===== src/cpu_core_params.svh =====
`ifndef CPU_CORE_PARAMS_SVH
`define CPU_CORE_PARAMS_SVH

// data and address width
`define CPU_XLEN 32

// general register count and index width
`define CPU_NUM_REGS 32
`define CPU_REG_ADDR_W 5

// first fetch address after reset
`define CPU_RESET_PC 32'h0000_0000

`endif


===== src/cpu_core_pkg.sv =====
`default_nettype none

`include "cpu_core_params.svh"

package cpu_core_pkg;

    // RV32I major opcodes handled by the core
    typedef enum logic [6:0] {
        OP     = 7'b0110011,
        OP_IMM = 7'b0010011,
        LOAD   = 7'b0000011,
        STORE  = 7'b0100011,
        BRANCH = 7'b1100011,
        JAL    = 7'b1101111
    } opcode_e;

    typedef enum logic [2:0] {
        ADD = 3'd0,
        SUB = 3'd1,
        XOR = 3'd2,
        OR  = 3'd3,
        AND = 3'd4,
        SLL = 3'd5,
        SRL = 3'd6
    } alu_op_e;

    typedef struct packed {
        opcode_e                     opcode;
        logic [`CPU_REG_ADDR_W-1:0]  rd;
        logic [`CPU_REG_ADDR_W-1:0]  rs1;
        logic [`CPU_REG_ADDR_W-1:0]  rs2;
        logic [`CPU_XLEN-1:0]        imm;       // already sign-extended
        alu_op_e                     alu_op;
        logic                        use_imm;
        logic                        reg_write;
        logic                        mem_read;
        logic                        mem_write;
        logic                        is_branch;
        logic                        branch_ne; // bne when set, else beq
        logic                        is_jal;
        logic                        illegal;
    } decoded_instr_t;

    typedef struct packed {
        logic [`CPU_XLEN-1:0] addr;
        logic                 write;
        logic [`CPU_XLEN-1:0] wdata;
    } bus_req_t;

    typedef struct packed {
        logic [`CPU_XLEN-1:0] rdata;
    } bus_rsp_t;

    // sequencer side request has the same fields as the bus request
    typedef bus_req_t mem_req_t;

endpackage

`default_nettype wire


===== src/instr_decoder.sv =====
`default_nettype none

`include "cpu_core_params.svh"

module instr_decoder (
    input  wire logic [`CPU_XLEN-1:0]       instr_i,
    output cpu_core_pkg::decoded_instr_t    dec_o
);

    logic [2:0] funct3;
    logic [6:0] funct7;
    logic       bad_funct;  // supported opcode with an unsupported funct3
    cpu_core_pkg::alu_op_e arith_op;

    assign funct3 = instr_i[14:12];
    assign funct7 = instr_i[31:25];

    // funct3 to ALU op, shared by the register and immediate forms
    always_comb begin
        bad_funct = 1'b0;
        case (funct3)
            3'b000:  arith_op = cpu_core_pkg::ADD;
            3'b100:  arith_op = cpu_core_pkg::XOR;
            3'b110:  arith_op = cpu_core_pkg::OR;
            3'b111:  arith_op = cpu_core_pkg::AND;
            3'b001:  arith_op = cpu_core_pkg::SLL;
            3'b101:  arith_op = cpu_core_pkg::SRL;
            default: begin
                arith_op  = cpu_core_pkg::ADD;
                bad_funct = 1'b1;
            end
        endcase
    end

    always_comb begin
        dec_o        = '0;
        dec_o.opcode = cpu_core_pkg::opcode_e'(instr_i[6:0]);
        dec_o.rd     = instr_i[11:7];
        dec_o.rs1    = instr_i[19:15];
        dec_o.rs2    = instr_i[24:20];
        dec_o.alu_op = cpu_core_pkg::ADD;

        case (instr_i[6:0])
            cpu_core_pkg::OP: begin
                dec_o.alu_op    = (funct3 == 3'b000 && funct7[5]) ? cpu_core_pkg::SUB : arith_op;
                dec_o.reg_write = 1'b1;
                dec_o.illegal   = bad_funct;
            end
            cpu_core_pkg::OP_IMM: begin
                dec_o.imm       = {{(`CPU_XLEN-12){instr_i[31]}}, instr_i[31:20]};
                dec_o.alu_op    = arith_op;
                dec_o.use_imm   = 1'b1;
                dec_o.reg_write = 1'b1;
                dec_o.illegal   = bad_funct;
            end
            cpu_core_pkg::LOAD: begin  // lw only
                dec_o.imm       = {{(`CPU_XLEN-12){instr_i[31]}}, instr_i[31:20]};
                dec_o.use_imm   = 1'b1;
                dec_o.reg_write = 1'b1;
                dec_o.mem_read  = 1'b1;
                dec_o.illegal   = (funct3 != 3'b010);
            end
            cpu_core_pkg::STORE: begin // sw only
                dec_o.imm       = {{(`CPU_XLEN-12){instr_i[31]}}, funct7, instr_i[11:7]};
                dec_o.use_imm   = 1'b1;
                dec_o.mem_write = 1'b1;
                dec_o.illegal   = (funct3 != 3'b010);
            end
            cpu_core_pkg::BRANCH: begin
                dec_o.imm       = {{(`CPU_XLEN-13){instr_i[31]}}, instr_i[31], instr_i[7],
                                   instr_i[30:25], instr_i[11:8], 1'b0};
                dec_o.is_branch = 1'b1;
                dec_o.branch_ne = funct3[0];
                dec_o.illegal   = (funct3[2:1] != 2'b00);  // beq, bne
            end
            cpu_core_pkg::JAL: begin
                dec_o.imm       = {{(`CPU_XLEN-21){instr_i[31]}}, instr_i[31], instr_i[19:12],
                                   instr_i[20], instr_i[30:21], 1'b0};
                dec_o.is_jal    = 1'b1;
                dec_o.reg_write = 1'b1;
            end
            default: dec_o.illegal = 1'b1;
        endcase

        // illegal words become no-ops
        if (dec_o.illegal) begin
            dec_o.reg_write = 1'b0;
            dec_o.mem_read  = 1'b0;
            dec_o.mem_write = 1'b0;
            dec_o.is_branch = 1'b0;
            dec_o.is_jal    = 1'b0;
        end
    end

endmodule

`default_nettype wire


===== src/alu.sv =====
`default_nettype none

`include "cpu_core_params.svh"

module alu (
    input  cpu_core_pkg::decoded_instr_t dec_i,
    input  wire logic [`CPU_XLEN-1:0]    rs1_val_i,
    input  wire logic [`CPU_XLEN-1:0]    rs2_val_i,
    output logic [`CPU_XLEN-1:0]         result_o,
    output logic                         branch_taken_o
);

    logic [`CPU_XLEN-1:0] op_b;
    logic                 equal;

    assign op_b  = dec_i.use_imm ? dec_i.imm : rs2_val_i;
    assign equal = (rs1_val_i == rs2_val_i);  // branches compare registers

    // loads and stores decode as ADD with the immediate, so the address falls out here
    always_comb begin
        case (dec_i.alu_op)
            cpu_core_pkg::ADD: result_o = rs1_val_i + op_b;
            cpu_core_pkg::SUB: result_o = rs1_val_i - op_b;
            cpu_core_pkg::XOR: result_o = rs1_val_i ^ op_b;
            cpu_core_pkg::OR:  result_o = rs1_val_i | op_b;
            cpu_core_pkg::AND: result_o = rs1_val_i & op_b;
            cpu_core_pkg::SLL: result_o = rs1_val_i << op_b[4:0];
            cpu_core_pkg::SRL: result_o = rs1_val_i >> op_b[4:0];
            default:           result_o = rs1_val_i + op_b;
        endcase
    end

    always_comb begin
        branch_taken_o = 1'b0;
        if (dec_i.is_branch) begin
            branch_taken_o = dec_i.branch_ne ? !equal : equal;
        end
    end

endmodule

`default_nettype wire


===== src/register_file.sv =====
`default_nettype none

`include "cpu_core_params.svh"

module register_file (
    input  wire logic                       clk,
    input  wire logic                       rst,
    input  wire logic [`CPU_REG_ADDR_W-1:0] rs1_addr_i,
    input  wire logic [`CPU_REG_ADDR_W-1:0] rs2_addr_i,
    output logic [`CPU_XLEN-1:0]            rs1_val_o,
    output logic [`CPU_XLEN-1:0]            rs2_val_o,
    input  wire logic                       write_en_i,
    input  wire logic [`CPU_REG_ADDR_W-1:0] rd_addr_i,
    input  wire logic [`CPU_XLEN-1:0]       rd_val_i
);

    logic [`CPU_XLEN-1:0] regs [`CPU_NUM_REGS];

    always_ff @(posedge clk or posedge rst) begin
        if (rst) begin
            for (int i = 0; i < `CPU_NUM_REGS; i++) begin
                regs[i] <= '0;
            end
        end else if (write_en_i && rd_addr_i != '0) begin  // x0 stays zero
            regs[rd_addr_i] <= rd_val_i;
        end
    end

    assign rs1_val_o = regs[rs1_addr_i];
    assign rs2_val_o = regs[rs2_addr_i];

endmodule

`default_nettype wire


===== src/mem_controller.sv =====
`default_nettype none

`include "cpu_core_params.svh"

module mem_controller (
    input  wire logic                    clk,
    input  wire logic                    rst,
    input  wire logic                    mem_req_valid_i,
    input  cpu_core_pkg::mem_req_t       mem_req_i,
    output logic                         mem_req_ready_o,
    output logic                         mem_done_o,
    output logic [`CPU_XLEN-1:0]         mem_rdata_o,
    output logic                         bus_req_valid_o,
    output cpu_core_pkg::bus_req_t       bus_req_o,
    input  wire logic                    bus_req_ready_i,
    input  wire logic                    bus_rsp_valid_i,
    input  cpu_core_pkg::bus_rsp_t       bus_rsp_i
);

    typedef enum logic [1:0] {
        IDLE,
        REQUEST,
        WAIT_RSP
    } state_t;

    state_t                 state_q;
    cpu_core_pkg::bus_req_t req_q;
    logic                   done_q;
    logic [`CPU_XLEN-1:0]   rdata_q;

    assign mem_req_ready_o = (state_q == IDLE);
    assign bus_req_valid_o = (state_q == REQUEST);
    assign bus_req_o       = req_q;    // held steady until accepted
    assign mem_done_o      = done_q;
    assign mem_rdata_o     = rdata_q;

    always_ff @(posedge clk or posedge rst) begin
        if (rst) begin
            state_q <= IDLE;
            done_q  <= 1'b0;
        end else begin
            done_q <= 1'b0;
            case (state_q)
                IDLE: begin
                    if (mem_req_valid_i) begin
                        state_q <= REQUEST;
                    end
                end
                REQUEST: begin
                    if (bus_req_ready_i) begin
                        if (req_q.write) begin
                            state_q <= IDLE;
                            done_q  <= 1'b1;  // write needs no response
                        end else begin
                            state_q <= WAIT_RSP;
                        end
                    end
                end
                WAIT_RSP: begin
                    if (bus_rsp_valid_i) begin
                        state_q <= IDLE;
                        done_q  <= 1'b1;
                    end
                end
                default: state_q <= IDLE;
            endcase
        end
    end

    // request and read data registers
    always_ff @(posedge clk) begin
        if (state_q == IDLE && mem_req_valid_i) begin
            req_q <= mem_req_i;
        end
        if (state_q == WAIT_RSP && bus_rsp_valid_i) begin
            rdata_q <= bus_rsp_i.rdata;
        end
    end

endmodule

`default_nettype wire


===== src/core_sequencer.sv =====
`default_nettype none

`include "cpu_core_params.svh"

module core_sequencer (
    input  wire logic                       clk,
    input  wire logic                       rst,
    output cpu_core_pkg::decoded_instr_t    dec_o,
    output logic [`CPU_XLEN-1:0]            instr_o,
    input  cpu_core_pkg::decoded_instr_t    dec_i,
    input  wire logic [`CPU_XLEN-1:0]       alu_result_i,
    input  wire logic                       branch_taken_i,
    input  wire logic [`CPU_XLEN-1:0]       rs2_val_i,
    output logic                            mem_req_valid_o,
    output cpu_core_pkg::mem_req_t          mem_req_o,
    input  wire logic                       mem_req_ready_i,
    input  wire logic                       mem_done_i,
    input  wire logic [`CPU_XLEN-1:0]       mem_rdata_i,
    output logic                            rf_write_en_o,
    output logic [`CPU_REG_ADDR_W-1:0]      rf_rd_addr_o,
    output logic [`CPU_XLEN-1:0]            rf_rd_val_o
);

    typedef enum logic [2:0] {
        FETCH,
        FETCH_WAIT,
        EXECUTE,
        MEM,
        MEM_WAIT
    } state_t;

    state_t               state_q;
    logic [`CPU_XLEN-1:0] pc_q;
    logic [`CPU_XLEN-1:0] ir_q;
    logic                 req_valid_q;
    logic [`CPU_XLEN-1:0] pc_plus4;
    logic [`CPU_XLEN-1:0] pc_next;
    logic                 mem_access;

    assign instr_o    = ir_q;
    assign dec_o      = dec_i;  // decoded ir fans out to ALU and register file
    assign pc_plus4   = pc_q + `CPU_XLEN'd4;
    assign pc_next    = (dec_i.is_jal || branch_taken_i) ? pc_q + dec_i.imm : pc_plus4;
    assign mem_access = dec_i.mem_read || dec_i.mem_write;

    assign mem_req_valid_o = req_valid_q;

    // fetch uses the pc, the data phase uses the ALU address
    always_comb begin
        mem_req_o      = '0;
        mem_req_o.addr = pc_q;
        if (state_q == MEM) begin
            mem_req_o.addr  = alu_result_i;
            mem_req_o.write = dec_i.mem_write;
            mem_req_o.wdata = rs2_val_i;
        end
    end

    // writeback choice
    assign rf_rd_addr_o  = dec_i.rd;
    assign rf_write_en_o = (state_q == EXECUTE && dec_i.reg_write && !dec_i.mem_read)
                        || (state_q == MEM_WAIT && mem_done_i && dec_i.mem_read);
    always_comb begin
        if (dec_i.mem_read) begin
            rf_rd_val_o = mem_rdata_i;
        end else if (dec_i.is_jal) begin
            rf_rd_val_o = pc_plus4;  // link value
        end else begin
            rf_rd_val_o = alu_result_i;
        end
    end

    always_ff @(posedge clk or posedge rst) begin
        if (rst) begin
            state_q     <= FETCH;
            pc_q        <= `CPU_RESET_PC;
            req_valid_q <= 1'b0;
        end else begin
            case (state_q)
                FETCH, MEM: begin
                    if (!req_valid_q) begin
                        req_valid_q <= 1'b1;
                    end else if (mem_req_ready_i) begin
                        req_valid_q <= 1'b0;
                        state_q     <= (state_q == FETCH) ? FETCH_WAIT : MEM_WAIT;
                    end
                end
                FETCH_WAIT: begin
                    if (mem_done_i) begin
                        state_q <= EXECUTE;
                    end
                end
                EXECUTE: begin
                    pc_q    <= pc_next;
                    state_q <= mem_access ? MEM : FETCH;
                end
                MEM_WAIT: begin
                    if (mem_done_i) begin
                        state_q <= FETCH;
                    end
                end
                default: state_q <= FETCH;
            endcase
        end
    end

    // instruction register
    always_ff @(posedge clk) begin
        if (state_q == FETCH_WAIT && mem_done_i) begin
            ir_q <= mem_rdata_i;
        end
    end

endmodule

`default_nettype wire


===== src/cpu_core.sv =====
`default_nettype none

`include "cpu_core_params.svh"

module cpu_core (
    input  wire logic               clk,
    input  wire logic               rst,
    output logic                    bus_req_valid_o,
    output cpu_core_pkg::bus_req_t  bus_req_o,
    input  wire logic               bus_req_ready_i,
    input  wire logic               bus_rsp_valid_i,
    input  cpu_core_pkg::bus_rsp_t  bus_rsp_i
);

    cpu_core_pkg::decoded_instr_t dec_raw;   // decoder output
    cpu_core_pkg::decoded_instr_t dec;       // as issued by the sequencer
    cpu_core_pkg::mem_req_t       mem_req;
    logic [`CPU_XLEN-1:0]         instr;
    logic [`CPU_XLEN-1:0]         rs1_val;
    logic [`CPU_XLEN-1:0]         rs2_val;
    logic [`CPU_XLEN-1:0]         alu_result;
    logic                         branch_taken;
    logic                         mem_req_valid;
    logic                         mem_req_ready;
    logic                         mem_done;
    logic [`CPU_XLEN-1:0]         mem_rdata;
    logic                         rf_write_en;
    logic [`CPU_REG_ADDR_W-1:0]   rf_rd_addr;
    logic [`CPU_XLEN-1:0]         rf_rd_val;

    instr_decoder u_decoder (
        .instr_i (instr),
        .dec_o   (dec_raw)
    );

    alu u_alu (
        .dec_i          (dec),
        .rs1_val_i      (rs1_val),
        .rs2_val_i      (rs2_val),
        .result_o       (alu_result),
        .branch_taken_o (branch_taken)
    );

    register_file u_regfile (
        .clk        (clk),
        .rst        (rst),
        .rs1_addr_i (dec.rs1),
        .rs2_addr_i (dec.rs2),
        .rs1_val_o  (rs1_val),
        .rs2_val_o  (rs2_val),
        .write_en_i (rf_write_en),
        .rd_addr_i  (rf_rd_addr),
        .rd_val_i   (rf_rd_val)
    );

    mem_controller u_mem_ctrl (
        .clk             (clk),
        .rst             (rst),
        .mem_req_valid_i (mem_req_valid),
        .mem_req_i       (mem_req),
        .mem_req_ready_o (mem_req_ready),
        .mem_done_o      (mem_done),
        .mem_rdata_o     (mem_rdata),
        .bus_req_valid_o (bus_req_valid_o),
        .bus_req_o       (bus_req_o),
        .bus_req_ready_i (bus_req_ready_i),
        .bus_rsp_valid_i (bus_rsp_valid_i),
        .bus_rsp_i       (bus_rsp_i)
    );

    core_sequencer u_sequencer (
        .clk             (clk),
        .rst             (rst),
        .dec_o           (dec),
        .instr_o         (instr),
        .dec_i           (dec_raw),
        .alu_result_i    (alu_result),
        .branch_taken_i  (branch_taken),
        .rs2_val_i       (rs2_val),
        .mem_req_valid_o (mem_req_valid),
        .mem_req_o       (mem_req),
        .mem_req_ready_i (mem_req_ready),
        .mem_done_i      (mem_done),
        .mem_rdata_i     (mem_rdata),
        .rf_write_en_o   (rf_write_en),
        .rf_rd_addr_o    (rf_rd_addr),
        .rf_rd_val_o     (rf_rd_val)
    );

endmodule

`default_nettype wire


===== config.mk =====
export PLATFORM = sky130hd
export DESIGN_NAME = cpu_core
export DESIGN_NICKNAME = d
export VERILOG_FILES = /design/src/cpu_core_pkg.sv /design/src/instr_decoder.sv /design/src/alu.sv /design/src/register_file.sv /design/src/mem_controller.sv /design/src/core_sequencer.sv /design/src/cpu_core.sv
export VERILOG_INCLUDE_DIRS = /design/src /design/src/src
export SDC_FILE = /design/constraint.sdc
export NUM_CORES = 2
export LEC_CHECK = 0
export BUFFER_PORTS_ARGS = -buffer_cell sky130_fd_sc_hd__clkbuf_2
export CAP_MARGIN = 0
export CORE_MARGIN = 4
export CORE_UTILIZATION = 42
export DETAILED_ROUTE_END_ITERATION = 10
export SYNTH_ARGS = -nofsm -noshare
export SYNTH_HDL_FRONTEND = slang
export SYNTH_HIERARCHICAL = 1
export SYNTH_SLANG_ARGS = --single-unit

===== constraint.sdc =====
create_clock -name clk -period 77.2 [get_ports clk]
set_input_delay 11.58 -clock clk [delete_from_list [all_inputs] [get_ports clk]]
set_output_delay 11.58 -clock clk [all_outputs]
set_load 0.005 [all_outputs]

==> out/results.tsv <==
metric	value	unit
synth.cell_area	74600	um2
fp.coreArea	176000	um2
worst_setup_path_end_kind	asynchronous set/reset pin	
num_rows	154	
routedWlPerCell	28.8	um
grt_usage	27.4	%
drt_wl_total	260	mm
mappedNetlistNets	7057	
clock_insertion_delay_worst_skew	0.80	ns
seq_power_share	37.8	%
cts.clk_slew.worst_paths	0.05	ns
ctsResizeCount	0	
cts_setup_buffers	0	
comb_pwr_share	26.1	%
synth.yosys.warnings	6	
pre_cts_ws	62.77	ns
grt_max_degree	175	
grt_antenna_before_repair	4	
criticalPathCategory	in -> async	
synthesis.instances	6886	
worst_slew_pin_slew	1.35	ns
ctsHoldBuffers	0	
internal_power	1.18	mW
timing.final.setup_violations	0	
grt_setup_unrepaired	false	
worst_clock_skew	0.0705	ns
fmaxAchievable	73.8	MHz
layout.nets	6776	
port-buffer-count	101	
worstSetupStartpointType	input port	
post-route-drc-count	0	
worst_ep_arrival	14.32	ns
peak_fanout_along_the_critical_path	112	
grt_pass1_wl	381	mm
min_period_over_period	17.6	%
drive_above_1_share	23.9	%
grt.overflow.total	0	
clock_power_share	36.1	%
hpwlAfterDp	159	mm
post_synthesis_mean_instance_area	10.8	um2
timing_max_transition_violations_final	0	
cts-buffers-inserted	138	
drtIter0Drc	5734	
cts_root_buf	sky130_fd_sc_hd__clkbuf_16	
number_of_global_route_vias_before_repair	55700	
areaGrowthSynthToFinish	8.05	%
chipWidth	429	um
switching_share	35.1	%
route.detailed.vias_per_inst	6.23	
die-area	184000	um2
setup_slack	63.65	ns
drtAntennaViolNets	0	
worst_slew_margin_rel	9.32	%
sum_neg_setup_slack	0	ns
power.static_leakage	38.6	nW
maximum_vdd_drop	19.5	uV
finalHoldViolCount	0	
ctsLongestPathBuffers	3	
gp_congestion	0.990	
type_of_the_tightest_min_delay_check	reg -> reg	
drv_cap	0	
htreeDepth	4	
cp_data_required_time	77.97	ns
vias	56400	
drt-pass1-iter-count	7	
period_needed	13.55	ns
total_switching_power	0.638	mW
outcome	completed	
dieHeight	429	um
clock_tree_from_tritoncts	yes	
clkSinkCount	1192	
number_of_placed_i_o_pins	102	
starting_density_of_the_core	42.3	%
power.density	22.6	nW/um2
## path summary, 6_finish.rpt
check                                             startpoint                                 to  slack (ns)  cells after the start
max                                                      rst    u_regfile/regs[558]$_DFFE_PP0P_       63.65                      4
min                         u_regfile/regs[1002]$_DFFE_PP0P_   u_regfile/regs[1002]$_DFFE_PP0P_        0.40                      0
max reg2reg                u_sequencer/instr_o[21]$_DFFE_PP_    u_regfile/regs[372]$_DFFE_PP0P_       66.21                     26
min reg2reg                 u_regfile/regs[1002]$_DFFE_PP0P_   u_regfile/regs[1002]$_DFFE_PP0P_        0.40                      0
max in group clk           u_mem_ctrl/state_q[1]$_DFFE_PP0P_                    bus_req_valid_o       63.92                      3
min in group asynchronous                                rst  u_mem_ctrl/state_q[0]$_DFFE_PP0P_       10.74                      2
## power groups by stage
stage | clock, mW | sequential [mW] | combinational, mW
2_1_floorplan | 0 | 0.695 | 0.281
3_3_place_gp | 0 | 0.698 | 0.459
3_5_place_dp | 0 | 0.699 | 0.462
4_1_cts | 0.668 | 0.688 | 0.463
5_1_grt | 0.694 | 0.690 | 0.499
6_report | 0.656 | 0.688 | 0.474
## registers in the layout, indices dropped and copies added (netlist names)
name	flops
u_regfile/regs	1024
u_mem_ctrl/bus_req_o	65
u_mem_ctrl/mem_rdata_o	32
u_sequencer/instr_o	32
u_sequencer/pc_q	32
u_sequencer/state_q	3
u_mem_ctrl/state_q	2
u_mem_ctrl/mem_done_o	1
u_sequencer/mem_req_valid_o	1
## routing by layer
layer / vias up / routed length [um] / global-route usage [%]
li1: 24600 / - / -
met3: 670 / 19400 / 5.45
met4: 2 / 13800 / 13.0
met5: - / 13 / 0
met1: 28800 / 110000 / 36.4
met2: 2343 / 118000 / 43.0
## layout by cell type (no fill, tap or decap), types with 101 or more instances in the layout
master / instances
sky130_fd_sc_hd__mux2i_1: 1156
sky130_fd_sc_hd__dfrtp_1: 1063
sky130_fd_sc_hd__mux2_2: 973
sky130_fd_sc_hd__nand2_1: 487
sky130_fd_sc_hd__a21oi_1: 364
sky130_fd_sc_hd__nand3_1: 224
sky130_fd_sc_hd__a22oi_1: 212
sky130_fd_sc_hd__nor2_1: 175
sky130_fd_sc_hd__buf_4: 163
sky130_fd_sc_hd__clkbuf_16: 138
sky130_fd_sc_hd__ha_1: 133
sky130_fd_sc_hd__o21ai_0: 132
sky130_fd_sc_hd__a22o_1: 132
sky130_fd_sc_hd__edfxtp_1: 129
sky130_fd_sc_hd__nor3_1: 106
sky130_fd_sc_hd__clkbuf_2: 101
## worst max-delay path, cell delays in order
cell and delay [ns]:
sky130_fd_sc_hd__clkbuf_2 0.15, sky130_fd_sc_hd__inv_8 0.52, sky130_fd_sc_hd__buf_4 0.88, sky130_fd_sc_hd__buf_4 0.84
## stage by stage
stage | hold slack [ns] | cells | util [%] | area [um2] | power [mW]
finish | 0.397 | 9052 | 45.7 | 80600 | 1.82
global route | 0.408 | 9051 | 45.7 | 80600 | 1.88
CTS | 0.402 | 9051 | 45.7 | 80600 | 1.82
detailed placement | 0.389 | 8805 | 43.1 | 76000 | 1.16
global placement | 0.384 | 8805 | 43.1 | 76000 | 1.16
floorplan | 0.427 | 6886 | - | 74600 | 0.976
## layout make-up
type / instances / area, um2
multi-input combinational: 4902 / 40300
fill: 16400 / 95800
antenna: 1 / 2.50
clock buffer: 208 / 4020
tap: 2340 / 2930
timing repair buffer: 273 / 1910
sequential: 1192 / 30500
clock inverter: 38 / 523
inverter: 98 / 379
(Power assumes the default switching activity.)
